$ cat src/rtl/uart_pkg.sv
package uart_pkg;

   // ~~~~~~~~~~~~~~~~~~~~~~~~~~~~~~
   // register map, word addresses.
   // ~~~~~~~~~~~~~~~~~~~~~~~~~~~~~~
   localparam logic [1:0] addr_txcmd  = 2'd0;
   localparam logic [1:0] addr_status = 2'd1;
   localparam logic [1:0] addr_rxdata = 2'd2;

   // bit positions in the low byte of the status word.
   localparam int st_tx_busy    = 0;
   localparam int st_rx_valid   = 1;
   localparam int st_parity_err = 2;
   localparam int st_overrun    = 3;

   // start, 8 data, odd parity, stop.
   localparam int frame_bits = 11;

   // the command is written as one halfword and sent as two bytes, low byte first.
   typedef union packed {
      logic [15:0] raw;
      struct packed {
         logic [7:0] hi;
         logic [7:0] lo;
      } bytes;
   } cmd_word_u;

endpackage

$ cat src/rtl/uart_regs.sv
`timescale 1ns/1ps

module uart_regs (
   input  logic                clk,
   input  logic                rst_n,
   input  logic                s_cyc,
   input  logic                s_stb,
   input  logic                s_we,
   input  logic [1:0]          s_adr,
   input  logic [15:0]         s_dat_w,
   output logic [15:0]         s_dat_r,
   output logic                s_ack,
   output logic                tx_load,
   output uart_pkg::cmd_word_u cmd,
   input  logic                tx_busy,
   input  logic                rx_valid,
   input  logic [7:0]          rx_data,
   input  logic                rx_perr
);

   logic       req;
   logic       wr_tx;
   logic       take;
   logic       rd_rx;
   logic       flag_valid;
   logic       flag_perr;
   logic       flag_ovr;
   logic [7:0] rx_byte;
   logic [7:0] status;

   assign req   = s_cyc && s_stb && !s_ack;
   assign wr_tx = s_we && (s_adr == uart_pkg::addr_txcmd);
   // a command write stalls while a command is on the line.
   assign take  = req && !(wr_tx && tx_busy);
   assign rd_rx = take && !s_we && (s_adr == uart_pkg::addr_rxdata);

   always_comb begin
      status = '0;
      status[uart_pkg::st_tx_busy]    = tx_busy;
      status[uart_pkg::st_rx_valid]   = flag_valid;
      status[uart_pkg::st_parity_err] = flag_perr;
      status[uart_pkg::st_overrun]    = flag_ovr;
   end

   always_ff @(posedge clk or negedge rst_n) begin
      if (!rst_n) begin
         s_ack      <= 1'b0;
         tx_load    <= 1'b0;
         flag_valid <= 1'b0;
         flag_perr  <= 1'b0;
         flag_ovr   <= 1'b0;
      end else begin
         s_ack   <= take;
         tx_load <= take && wr_tx;
         if (rx_valid) begin
            // a byte still unread when the next one lands is an overrun.
            flag_valid <= 1'b1;
            flag_perr  <= rx_perr || (flag_perr && !rd_rx);
            flag_ovr   <= (flag_valid || flag_ovr) && !rd_rx;
         end else if (rd_rx) begin
            flag_valid <= 1'b0;
            flag_perr  <= 1'b0;
            flag_ovr   <= 1'b0;
         end
      end
   end

   always_ff @(posedge clk) begin
      if (take && wr_tx) cmd.raw <= s_dat_w;
      if (rx_valid) rx_byte <= rx_data;
      if (take) begin
         case (s_adr)
            uart_pkg::addr_txcmd:  s_dat_r <= cmd.raw;
            uart_pkg::addr_status: s_dat_r <= {8'h00, status};
            uart_pkg::addr_rxdata: s_dat_r <= {8'h00, rx_byte};
            default:               s_dat_r <= '0;
         endcase
      end
   end

   a_ack_with_stb: assert property (@(posedge clk) disable iff (!rst_n)
      s_ack |-> s_stb);

endmodule

$ cat src/rtl/uart_rx.sv
`timescale 1ns/1ps

module uart_rx #(
   parameter int clks_per_bit = 8
) (
   input  logic       clk,
   input  logic       rst_n,
   input  logic       rx,
   output logic       rx_valid,
   output logic [7:0] rx_data,
   output logic       rx_perr
);

   localparam int cw = $clog2(clks_per_bit);

   localparam logic [1:0] idle_st  = 2'd0;
   localparam logic [1:0] start_st = 2'd1;
   localparam logic [1:0] data_st  = 2'd2;
   localparam logic [1:0] stop_st  = 2'd3;

   logic          rx_s1;
   logic          rx_s2;
   logic          rx_prev;
   logic [1:0]    state;
   logic [cw-1:0] clk_cnt;
   logic [3:0]    bit_idx;
   logic [8:0]    shreg;
   logic          bit_end;
   logic          half_bit;
   logic          done;

   assign bit_end  = clk_cnt == cw'(clks_per_bit - 1);
   assign half_bit = clk_cnt == cw'(clks_per_bit / 2 - 1);
   assign done     = (state == stop_st) && bit_end;

   always_ff @(posedge clk or negedge rst_n) begin
      if (!rst_n) begin
         rx_s1   <= 1'b1;
         rx_s2   <= 1'b1;
         rx_prev <= 1'b1;
      end else begin
         rx_s1   <= rx;
         rx_s2   <= rx_s1;
         rx_prev <= rx_s2;
      end
   end

   // ~~~~~~~~~~~~~~~~~~~~~~~~~~~~~~
   // frame FSM, sampling in mid-bit.
   // ~~~~~~~~~~~~~~~~~~~~~~~~~~~~~~
   always_ff @(posedge clk or negedge rst_n) begin
      if (!rst_n) begin
         state    <= idle_st;
         clk_cnt  <= '0;
         bit_idx  <= '0;
         rx_valid <= 1'b0;
      end else begin
         // the pulse lands in the middle of the stop bit.
         rx_valid <= done;
         case (state)
            idle_st: begin
               if (rx_prev && !rx_s2) begin
                  state   <= start_st;
                  clk_cnt <= '0;
               end
            end
            start_st: begin
               if (half_bit) begin
                  // a start bit that is high again by now was only a glitch.
                  state   <= rx_s2 ? idle_st : data_st;
                  clk_cnt <= '0;
                  bit_idx <= '0;
               end else begin
                  clk_cnt <= clk_cnt + 1'b1;
               end
            end
            data_st: begin
               if (bit_end) begin
                  clk_cnt <= '0;
                  bit_idx <= bit_idx + 4'd1;
                  if (bit_idx == 4'd8) state <= stop_st;
               end else begin
                  clk_cnt <= clk_cnt + 1'b1;
               end
            end
            default: begin
               if (bit_end) state <= idle_st;
               else clk_cnt <= clk_cnt + 1'b1;
            end
         endcase
      end
   end

   always_ff @(posedge clk) begin
      if (state == data_st && bit_end) shreg <= {rx_s2, shreg[8:1]};
      if (done) begin
         rx_data <= shreg[7:0];
         // good odd parity leaves the xor of data and parity at one.
         rx_perr <= ~^shreg;
      end
   end

   a_valid_single: assert property (@(posedge clk) disable iff (!rst_n)
      rx_valid |=> !rx_valid);

endmodule

$ cat src/rtl/uart_top.sv
`timescale 1ns/1ps

module uart_top #(
   parameter int clks_per_bit = 8
) (
   input  logic        clk,
   input  logic        rst_n,
   input  logic        m0_cyc,
   input  logic        m0_stb,
   input  logic        m0_we,
   input  logic [1:0]  m0_adr,
   input  logic [15:0] m0_dat_w,
   output logic [15:0] m0_dat_r,
   output logic        m0_ack,
   input  logic        m1_cyc,
   input  logic        m1_stb,
   input  logic        m1_we,
   input  logic [1:0]  m1_adr,
   input  logic [15:0] m1_dat_w,
   output logic [15:0] m1_dat_r,
   output logic        m1_ack,
   output logic        tx,
   input  logic        rx
);

   logic                s_cyc;
   logic                s_stb;
   logic                s_we;
   logic [1:0]          s_adr;
   logic [15:0]         s_dat_w;
   logic [15:0]         s_dat_r;
   logic                s_ack;
   logic                tx_load;
   logic                tx_busy;
   uart_pkg::cmd_word_u cmd;
   logic                rx_valid;
   logic [7:0]          rx_data;
   logic                rx_perr;

   wb_arbiter wb_arbiter_i (
      .clk, .rst_n,
      .m0_cyc, .m0_stb, .m0_we, .m0_adr, .m0_dat_w, .m0_dat_r, .m0_ack,
      .m1_cyc, .m1_stb, .m1_we, .m1_adr, .m1_dat_w, .m1_dat_r, .m1_ack,
      .s_cyc, .s_stb, .s_we, .s_adr, .s_dat_w, .s_dat_r, .s_ack
   );

   uart_regs uart_regs_i (
      .clk, .rst_n,
      .s_cyc, .s_stb, .s_we, .s_adr, .s_dat_w, .s_dat_r, .s_ack,
      .tx_load, .cmd, .tx_busy,
      .rx_valid, .rx_data, .rx_perr
   );

   uart_tx #(.clks_per_bit(clks_per_bit)) uart_tx_i (
      .clk, .rst_n, .tx_load, .cmd, .tx, .tx_busy
   );

   uart_rx #(.clks_per_bit(clks_per_bit)) uart_rx_i (
      .clk, .rst_n, .rx, .rx_valid, .rx_data, .rx_perr
   );

endmodule

$ cat src/rtl/uart_tx.sv
`timescale 1ns/1ps

module uart_tx #(
   parameter int clks_per_bit = 8
) (
   input  logic                clk,
   input  logic                rst_n,
   input  logic                tx_load,
   input  uart_pkg::cmd_word_u cmd,
   output logic                tx,
   output logic                tx_busy
);

   localparam int total_bits = 2 * uart_pkg::frame_bits;
   localparam int cw         = $clog2(clks_per_bit);
   localparam int bw         = $clog2(total_bits);

   logic [cw-1:0]         clk_cnt;
   logic [bw-1:0]         bit_cnt;
   logic [total_bits-2:0] shreg;
   logic                  par_lo;
   logic                  par_hi;

   // odd parity, so data plus parity always holds an odd number of ones.
   assign par_lo = ~^cmd.bytes.lo;
   assign par_hi = ~^cmd.bytes.hi;

   always_ff @(posedge clk or negedge rst_n) begin
      if (!rst_n) begin
         tx      <= 1'b1;
         tx_busy <= 1'b0;
         clk_cnt <= '0;
         bit_cnt <= '0;
         shreg   <= '1;
      end else if (tx_load && !tx_busy) begin
         // the start bit of the low frame goes out at once, the rest waits in the shifter.
         tx      <= 1'b0;
         tx_busy <= 1'b1;
         clk_cnt <= '0;
         bit_cnt <= '0;
         shreg   <= {1'b1, par_hi, cmd.bytes.hi, 1'b0, 1'b1, par_lo, cmd.bytes.lo};
      end else if (tx_busy) begin
         if (clk_cnt == cw'(clks_per_bit - 1)) begin
            clk_cnt <= '0;
            if (bit_cnt == bw'(total_bits - 1)) begin
               // end of the second stop bit.
               tx      <= 1'b1;
               tx_busy <= 1'b0;
            end else begin
               tx      <= shreg[0];
               shreg   <= {1'b1, shreg[total_bits-2:1]};
               bit_cnt <= bit_cnt + 1'b1;
            end
         end else begin
            clk_cnt <= clk_cnt + 1'b1;
         end
      end
   end

   // the register block must hold a command back until the line is free.
   a_no_load_while_busy: assert property (@(posedge clk) disable iff (!rst_n)
      $rose(tx_load) |-> !tx_busy);

endmodule

$ cat src/rtl/wb_arbiter.sv
`timescale 1ns/1ps

module wb_arbiter (
   input  logic        clk,
   input  logic        rst_n,
   input  logic        m0_cyc,
   input  logic        m0_stb,
   input  logic        m0_we,
   input  logic [1:0]  m0_adr,
   input  logic [15:0] m0_dat_w,
   output logic [15:0] m0_dat_r,
   output logic        m0_ack,
   input  logic        m1_cyc,
   input  logic        m1_stb,
   input  logic        m1_we,
   input  logic [1:0]  m1_adr,
   input  logic [15:0] m1_dat_w,
   output logic [15:0] m1_dat_r,
   output logic        m1_ack,
   output logic        s_cyc,
   output logic        s_stb,
   output logic        s_we,
   output logic [1:0]  s_adr,
   output logic [15:0] s_dat_w,
   input  logic [15:0] s_dat_r,
   input  logic        s_ack
);

   logic gnt;
   logic sel;
   logic last;
   logic pick;

   // a contested request goes to the master that lost the last contest.
   assign pick = (m0_cyc && m1_cyc) ? ~last : m1_cyc;

   always_ff @(posedge clk or negedge rst_n) begin
      if (!rst_n) begin
         gnt  <= 1'b0;
         sel  <= 1'b0;
         last <= 1'b1;
      end else if (!gnt) begin
         if (m0_cyc || m1_cyc) begin
            gnt <= 1'b1;
            sel <= pick;
            if (m0_cyc && m1_cyc) last <= pick;
         end
      end else if (!(sel ? m1_cyc : m0_cyc)) begin
         gnt <= 1'b0;
      end
   end

   assign s_cyc   = gnt && (sel ? m1_cyc : m0_cyc);
   assign s_stb   = gnt && (sel ? m1_stb : m0_stb);
   assign s_we    = sel ? m1_we : m0_we;
   assign s_adr   = sel ? m1_adr : m0_adr;
   assign s_dat_w = sel ? m1_dat_w : m0_dat_w;

   // the master that is not granted sees no ack and waits.
   assign m0_ack   = gnt && !sel && s_ack;
   assign m1_ack   = gnt && sel && s_ack;
   assign m0_dat_r = (gnt && !sel) ? s_dat_r : '0;
   assign m1_dat_r = (gnt && sel) ? s_dat_r : '0;

   a_one_ack: assert property (@(posedge clk) disable iff (!rst_n)
      !(m0_ack && m1_ack));

endmodule

$ cat config.mk
export PLATFORM = sky130hd
export DESIGN_NAME = uart_top
export DESIGN_NICKNAME = d
export VERILOG_FILES = /design/src/rtl/uart_pkg.sv /design/src/rtl/uart_regs.sv /design/src/rtl/uart_rx.sv /design/src/rtl/uart_top.sv /design/src/rtl/uart_tx.sv /design/src/rtl/wb_arbiter.sv
export SDC_FILE = /design/constraint.sdc
export NUM_CORES = 1
export LEC_CHECK = 0
export ABC_CLOCK_PERIOD_IN_PS = 2650
export BUFFER_PORTS_ARGS = -buffer_cell sky130_fd_sc_hd__buf_4
export CAP_MARGIN = 20
export CORE_UTILIZATION = 51
export DETAILED_ROUTE_END_ITERATION = 16
export PLACE_DENSITY = 0.84
export SYNTH_ARGS = -nofsm -noshare
export SYNTH_HDL_FRONTEND = slang
export SYNTH_HIERARCHICAL = 1
export SYNTH_SLANG_ARGS = --single-unit
export TNS_END_PERCENT = 50
$ cat constraint.sdc
create_clock -name clk -period 2.65 [get_ports clk]
set_input_delay 0.265 -clock clk [delete_from_list [all_inputs] [get_ports clk]]
set_output_delay 0.265 -clock clk [all_outputs]
set_load 0.05 [all_outputs]
## Word level (Yosys, flattened, before mapping)

Index checks and enable logic that the tools add are counted.

| storage, ports and cells | value |
|---|---|
| output and inout port bits | 35 |
| logic and storage cells | 146 |
| bits of input ports | 45 |
| register bits after elaboration | 110 |

| operators by class | value |
|---|---|
| multiplexer cells | 50 |
| add/sub/neg operators | 4 |
| reductions and logical operators | 48 |
| eq/ne operators | 16 |
| bitwise gates (word level) | 2 |

Operators by type and width:

| operator | number |
|---|---|
| 21-bit 2-to-1 mux | 4 |
| 16-bit 2-to-1 mux | 3 |
| 16-bit one-hot mux with 3 select lines | 1 |
| 1-bit logical AND | 21 |
| 3-bit 2-to-1 mux | 7 |
| 5-bit 2-to-1 mux | 4 |
| 1-bit 2-to-1 mux | 19 |
| 8-bit XNOR reduction | 2 |
| 2-bit 2-to-1 mux | 7 |
| 2-bit by 1-bit != test with 1-bit output (second input constant) | 5 |
| 3-bit one-hot mux with 3 select lines | 1 |
| 3-bit AND reduction | 3 |
| 9-bit XNOR reduction | 1 |
| 4-bit 2-to-1 mux | 2 |
| 4-bit one-hot mux with 2 select lines | 1 |
| 2-bit nonzero test | 4 |
| 1-bit zero test | 7 |
| 3-bit by 1-bit adder with 3-bit output (second input constant) | 2 |
| 2-bit == test (second input constant) | 3 |
| 3-bit == test (second input constant) | 2 |
| 2-bit one-hot mux with 3 select lines | 1 |
| 2-bit AND reduction | 3 |
| 5-bit by 1-bit adder with 5-bit output (second input constant) | 1 |
| 5-bit == test (second input constant) | 1 |
| 10 further kinds | 15 |

## Logic depth before layout (Yosys ltp)

| logic depth | value |
|---|---|
| depth in word-level cells | 12 |
| depth in mapped cells | 8 |

## Hierarchy

Netlist, hierarchy kept.

Modules (own cells, without submodules):

| module | area an instance (um^2) | sequential area each (um^2) | cells each | times used |
|---|---|---|---|---|
| uart_regs | 1,611.5 | 1,326.3 | 88 | 1 |
| uart_tx | 1,522.7 | 777.0 | 153 | 1 |
| uart_rx | 1,318.8 | 869.6 | 93 | 1 |
| wb_arbiter | 635.6 | 76.3 | 76 | 1 |

## Worst setup path before layout

OpenSTA, ideal clock, no wires.

| timing | value |
|---|---|
| path kind | reg-to-reg |
| start | register wb_arbiter_i.sel |
| end | register uart_regs_i/cmd[0] (netlist bit), enable pin |
| cell stages (with the launch flop) | 7 |
| arrival time | 2,495 ps |
| setup slack | -256 ps |
| clock period less this slack | 2,906 ps |
| required time | 2,239 ps |
| path through | dfrtp_1 -> buf_6 -> mux2_2 -> buf_2 -> nor2_4 -> nand2_1 -> nor3_1 |

| on the way | value |
|---|---|
| word-level cells in the longest chain between the ends | 7 |

Ends and longest elaborated chain:

| item | line | source |
|---|---|---|
| start: declaration | wb_arbiter.sv:30 | `logic sel;` |
| start signal: assignment | wb_arbiter.sv:45 | `sel <= pick;` |
| 2-bit 2-to-1 mux (*) | wb_arbiter.sv:56 | `assign s_adr = sel ? m1_adr : m0_adr;` |
| named net s_adr[1] | uart_top.sv:29 | `logic [1:0] s_adr;` |
| 2-bit zero test (*) | uart_regs.sv:32 | `assign wr_tx = s_we && (s_adr == uart_pkg::addr_txcmd);` |
| 1-bit logical AND (*) | uart_regs.sv:32 |  |
| 1-bit logical AND | uart_regs.sv:34 | `assign take = req && !(wr_tx && tx_busy);` |
| 1-bit zero test | uart_regs.sv:34 |  |
| 1-bit logical AND | uart_regs.sv:34 |  |
| 1-bit logical AND (*) | uart_regs.sv:69 | `if (take && wr_tx) cmd.raw <= s_dat_w;` |
| end: declaration | uart_regs.sv:14 | `output uart_pkg::cmd_word_u cmd,` |

Mark *: on every way through the listed nets, which the timed path passes. The rest lies on a longest branch.
A chain may end at the register's enable or synchronous reset.

## Worst setup path in the final report

| timing | value |
|---|---|
| start | register wb_arbiter_i.gnt |
| end | output m0_dat_r[12] |

| on the way | value |
|---|---|
| word-level cells in the longest chain between the ends | 2 |

Ends and longest elaborated chain:

| item | line | source |
|---|---|---|
| start: declaration | wb_arbiter.sv:29 | `logic gnt;` |
| start signal: assignment | wb_arbiter.sv:39 | `gnt <= 1'b0;` |
| start signal: assignment | wb_arbiter.sv:44 | `gnt <= 1'b1;` |
| start signal: assignment | wb_arbiter.sv:49 | `gnt <= 1'b0;` |
| 1-bit logical AND | wb_arbiter.sv:62 | `assign m0_dat_r = (gnt && !sel) ? s_dat_r : '0;` |
| 16-bit 2-to-1 mux | wb_arbiter.sv:62 |  |
| end: declaration | uart_top.sv:13 | `output logic [15:0] m0_dat_r,` |

No other way between the ends.

==> impl_metrics.json <==
{
  "outcome": "complete, no violations",
  "cts_hold_buf": 2,
  "rows": 36,
  "finalCritPeriodShare": 0.783,
  "vias": 3383,
  "grt_use_total": 0.201,
  "io_pins": 80,
  "dpl.hpwl_mm": 7.14,
  "nFillCells": 791,
  "cp_num_buf_inv": 1,
  "skew_ns": 0.00944,
  "holdCritPathClass": "input pin to flop",
  "grt_first_pass_wirelength_mm": 15.8,
  "drive_gt1_frac": 0.319,
  "drc": 0,
  "yosys_warnings": 6,
  "async_reset_ff_frac": 0.468,
  "synth_edf_count": 58,
  "synth_most_common_cell": "edfxtp_1",
  "startpoint_type": "flop",
  "synth_top_area_cell": "edfxtp_1",
  "synth.top_cell.area_share": 0.342,
  "p_int_mw": 3.29,
  "path_max_fanout": 22,
  "grt_max_degree": 52,
  "post_cts_resize_count": 0,
  "ys_seq_area_frac": 0.599,
  "crit_family": "flip-flops",
  "grt.busiest_layer": "met2",
  "setup_tns_ns": 0,
  "switchingPower_mw": 1.88,
  "crit_path_cell_trace": "nor2b_4, and2_1, buf_4",
  "wl_mm": 9.96,
  "worst_setup_path_end_kind": "output pin",
  "die_w_um": 102,
  "synth_cell_type_count": 50,
  "synthesis.area_um2": 5090,
  "ir_worst_vdd_mv": 0.404,
  "portBuffers": 79,
  "cts.path.max_buffers": 2,
  "postSynthAreaPerCell_um2": 12.4,
  "grt_use_met2": 0.352,
  "post-cts-setup-buffers": 0,
  "num_antenna_cells": 0,
  "start_util": 0.523,
  "setup_viol": 0,
  "required_ns": 2.38,
  "slew_headroom": 0.552,
  "synth_seq_cells": 109,
  "via_per_inst": 5.39,
  "cts_tree": "done",
  "rsz0062_at_grt": "false",
  "numCtsBuffers": 9,
  "gr-total-overflow": 0,
  "clock_sinks": 109,
  "cap_violations": 0,
  "clkLatencyLatePin_ns": 0.38,
  "area_delta_synth_final_pct": 18.0,
  "power_mw": 5.17,
  "fin_nets": 546,
  "first_iter_violations": 252,
  "synth_common_cells": "edfxtp_1, nand2_1, and2_1",
  "hold_slack_ns": 0.176,
  "antenna_left": 0,
  "die_h_um": 102,
  "finalWeightedCongestion": 0.791,
  "syn_inst": 410,
  "synthTopCellsByArea": "edfxtp_1, dfstp_2, dfrtp_1, mux2_2, xnor2_1",
  "grt_use_met1": 0.241,
  "antenna_found_initial": 0,
  "crit_arrival_ns": 1.81,
  "pwr-share-comb": 0.327,
  "p_leak_nw": 2.54,
  "ctsRootBufferMaster": "clkbuf_8",
  "routedWlPerCell_um": 15.9,
  "grtUsageMet3": 0.0383,
  "crit_slowest_cell": "dfrtp_1",
  "max_freq_mhz": 482,
  "hold_viol": 0,
  "max_slew.worst_pin.slew_ns": 0.672,
  "final_cells": 628,
  "drv_slew": 0,
  "slowest_delay_ns": 0.65,
  "coreArea_um2": 9730,
  "fin_crit_ns": 2.07,
  "dp_cells": 610,
  "r2r_slack_ns": 0.69,
  "powerDensity_nw_per_um2": 861,
  "clkPwrFrac": 0.190,
  "first_pass_iters": 6,
  "seq_power_share": 0.483,
  "grt_pass1_vias": 3394,
  "synthFlopType": "edfxtp_1",
  "synthesis.nets": 466,
  "die_area_um2": 10400,
  "path_clk_slew_ns": 0.10,
  "htree_num_levels": 3,
  "critPathKind": "flop to output pin",
  "swShare": 0.364
}
[metal layers]
| layer | routed length (µm) | vias to the layer above |
|---|---|---|
| li1 | - | 1601 |
| met1 | 4010 | 1630 |
| met2 | 5080 | 131 |
| met3 | 584 | 21 |
| met4 | 282 | 0 |
| met5 | 0 | - |
[cell usage in the layout, fill, tap and decap left out, types with 18 or more instances in the layout]
master / instances
nor2_1: 25
edfxtp_1: 58
buf_4: 84
a21oi_1: 24
nand2_1: 39
and3_1: 18
and2_1: 27
dfstp_2: 25
dfrtp_1: 26
xnor2_1: 21
mux2_2: 21
[power groups by stage]
stage / clock [mW] / combinational, mW / sequential (mW)
2_1_floorplan: 0 / 1.31 / 2.43
3_3_place_gp: 0 / 1.61 / 2.50
3_5_place_dp: 0 / 1.69 / 2.52
4_1_cts: 1.01 / 1.70 / 2.49
5_1_grt: 1.07 / 1.84 / 2.54
6_report: 0.984 / 1.69 / 2.50
[worst register-to-register path, cell delays in order (launching register included)]
cell      delay (ns)
dfrtp_1         0.42
buf_4           0.32
mux2i_1         0.15
nor2_1          0.18
nand3b_4        0.12
a31oi_1         0.19
buf_4           0.27
[area by class of cell]
cell class                 instances  area (µm²)  area share
timing repair buffer              86         651       0.108
sequential                       109        3050       0.508
inverter                          10        37.5     0.00625
clock buffer                       9         124      0.0206
tap                              133         166      0.0277
clock inverter                     7        78.8      0.0131
multi-input combinational        274        1900       0.316
[through the flow]
| stage | instance area (µm²) | util | setup slack, ns |
|---|---|---|---|
| floorplan | 5090 | - | 0.228 |
| global placement | 5780 | 0.595 | 0.814 |
| detailed placement | 5780 | 0.595 | 0.736 |
| CTS | 6010 | 0.617 | 0.565 |
| global route | 6010 | 0.617 | 0.398 |
| finish | 6010 | 0.617 | 0.576 |
[path summary, 6_finish.rpt]
| path | from | to | cells past startpoint |
|---|---|---|---|
| setup / recovery | wb_arbiter_i/gnt$_DFF_PN0_ | m0_dat_r[12] | 3 |
| min in group asynchronous | rst_n | uart_rx_i/clk_cnt[0]$_DFFE_PN0P_ | 2 |
| hold / removal | m1_cyc | wb_arbiter_i/last$_DFFE_PN1P_ | 3 |
| max in group asynchronous | rst_n | wb_arbiter_i/gnt$_DFF_PN0_ | 2 |
| setup reg to reg | wb_arbiter_i/sel$_DFFE_PN0P_ | uart_regs_i/s_dat_r[3]$_DFFE_PN_ | 6 |
| hold reg to reg | uart_rx_i/rx_s1$_DFF_PN1_ | uart_rx_i/rx_s2$_DFF_PN1_ | 0 |
[sequential cells by signal (all words and copies together), names as in the netlist, 2 cells and up]
name / cells
uart_rx_i/state: 2
uart_rx_i/rx_data: 8
uart_rx_i/bit_idx: 4
uart_tx_i/shreg: 20
uart_rx_i/shreg: 9
uart_tx_i/bit_cnt: 5
uart_rx_i/clk_cnt: 3
uart_regs_i/cmd: 16
uart_tx_i/clk_cnt: 3
uart_regs_i/s_dat_r: 16
uart_regs_i/rx_byte: 8
[cell families after synthesis]
| logic type | after synthesis | share of synthesized area |
|---|---|---|
| AOI/OAI and AO/OA | 64 | 0.0807 |
| xor gates and xnor gates | 26 | 0.0448 |
| adders and majority gates | 11 | 0.0270 |
| buffers and inverters | 27 | 0.0283 |
| DFF | 109 | 0.599 |
| muxes | 32 | 0.0681 |
| and+or+nand+nor | 141 | 0.152 |
Power figures use the tool's default switching activity.
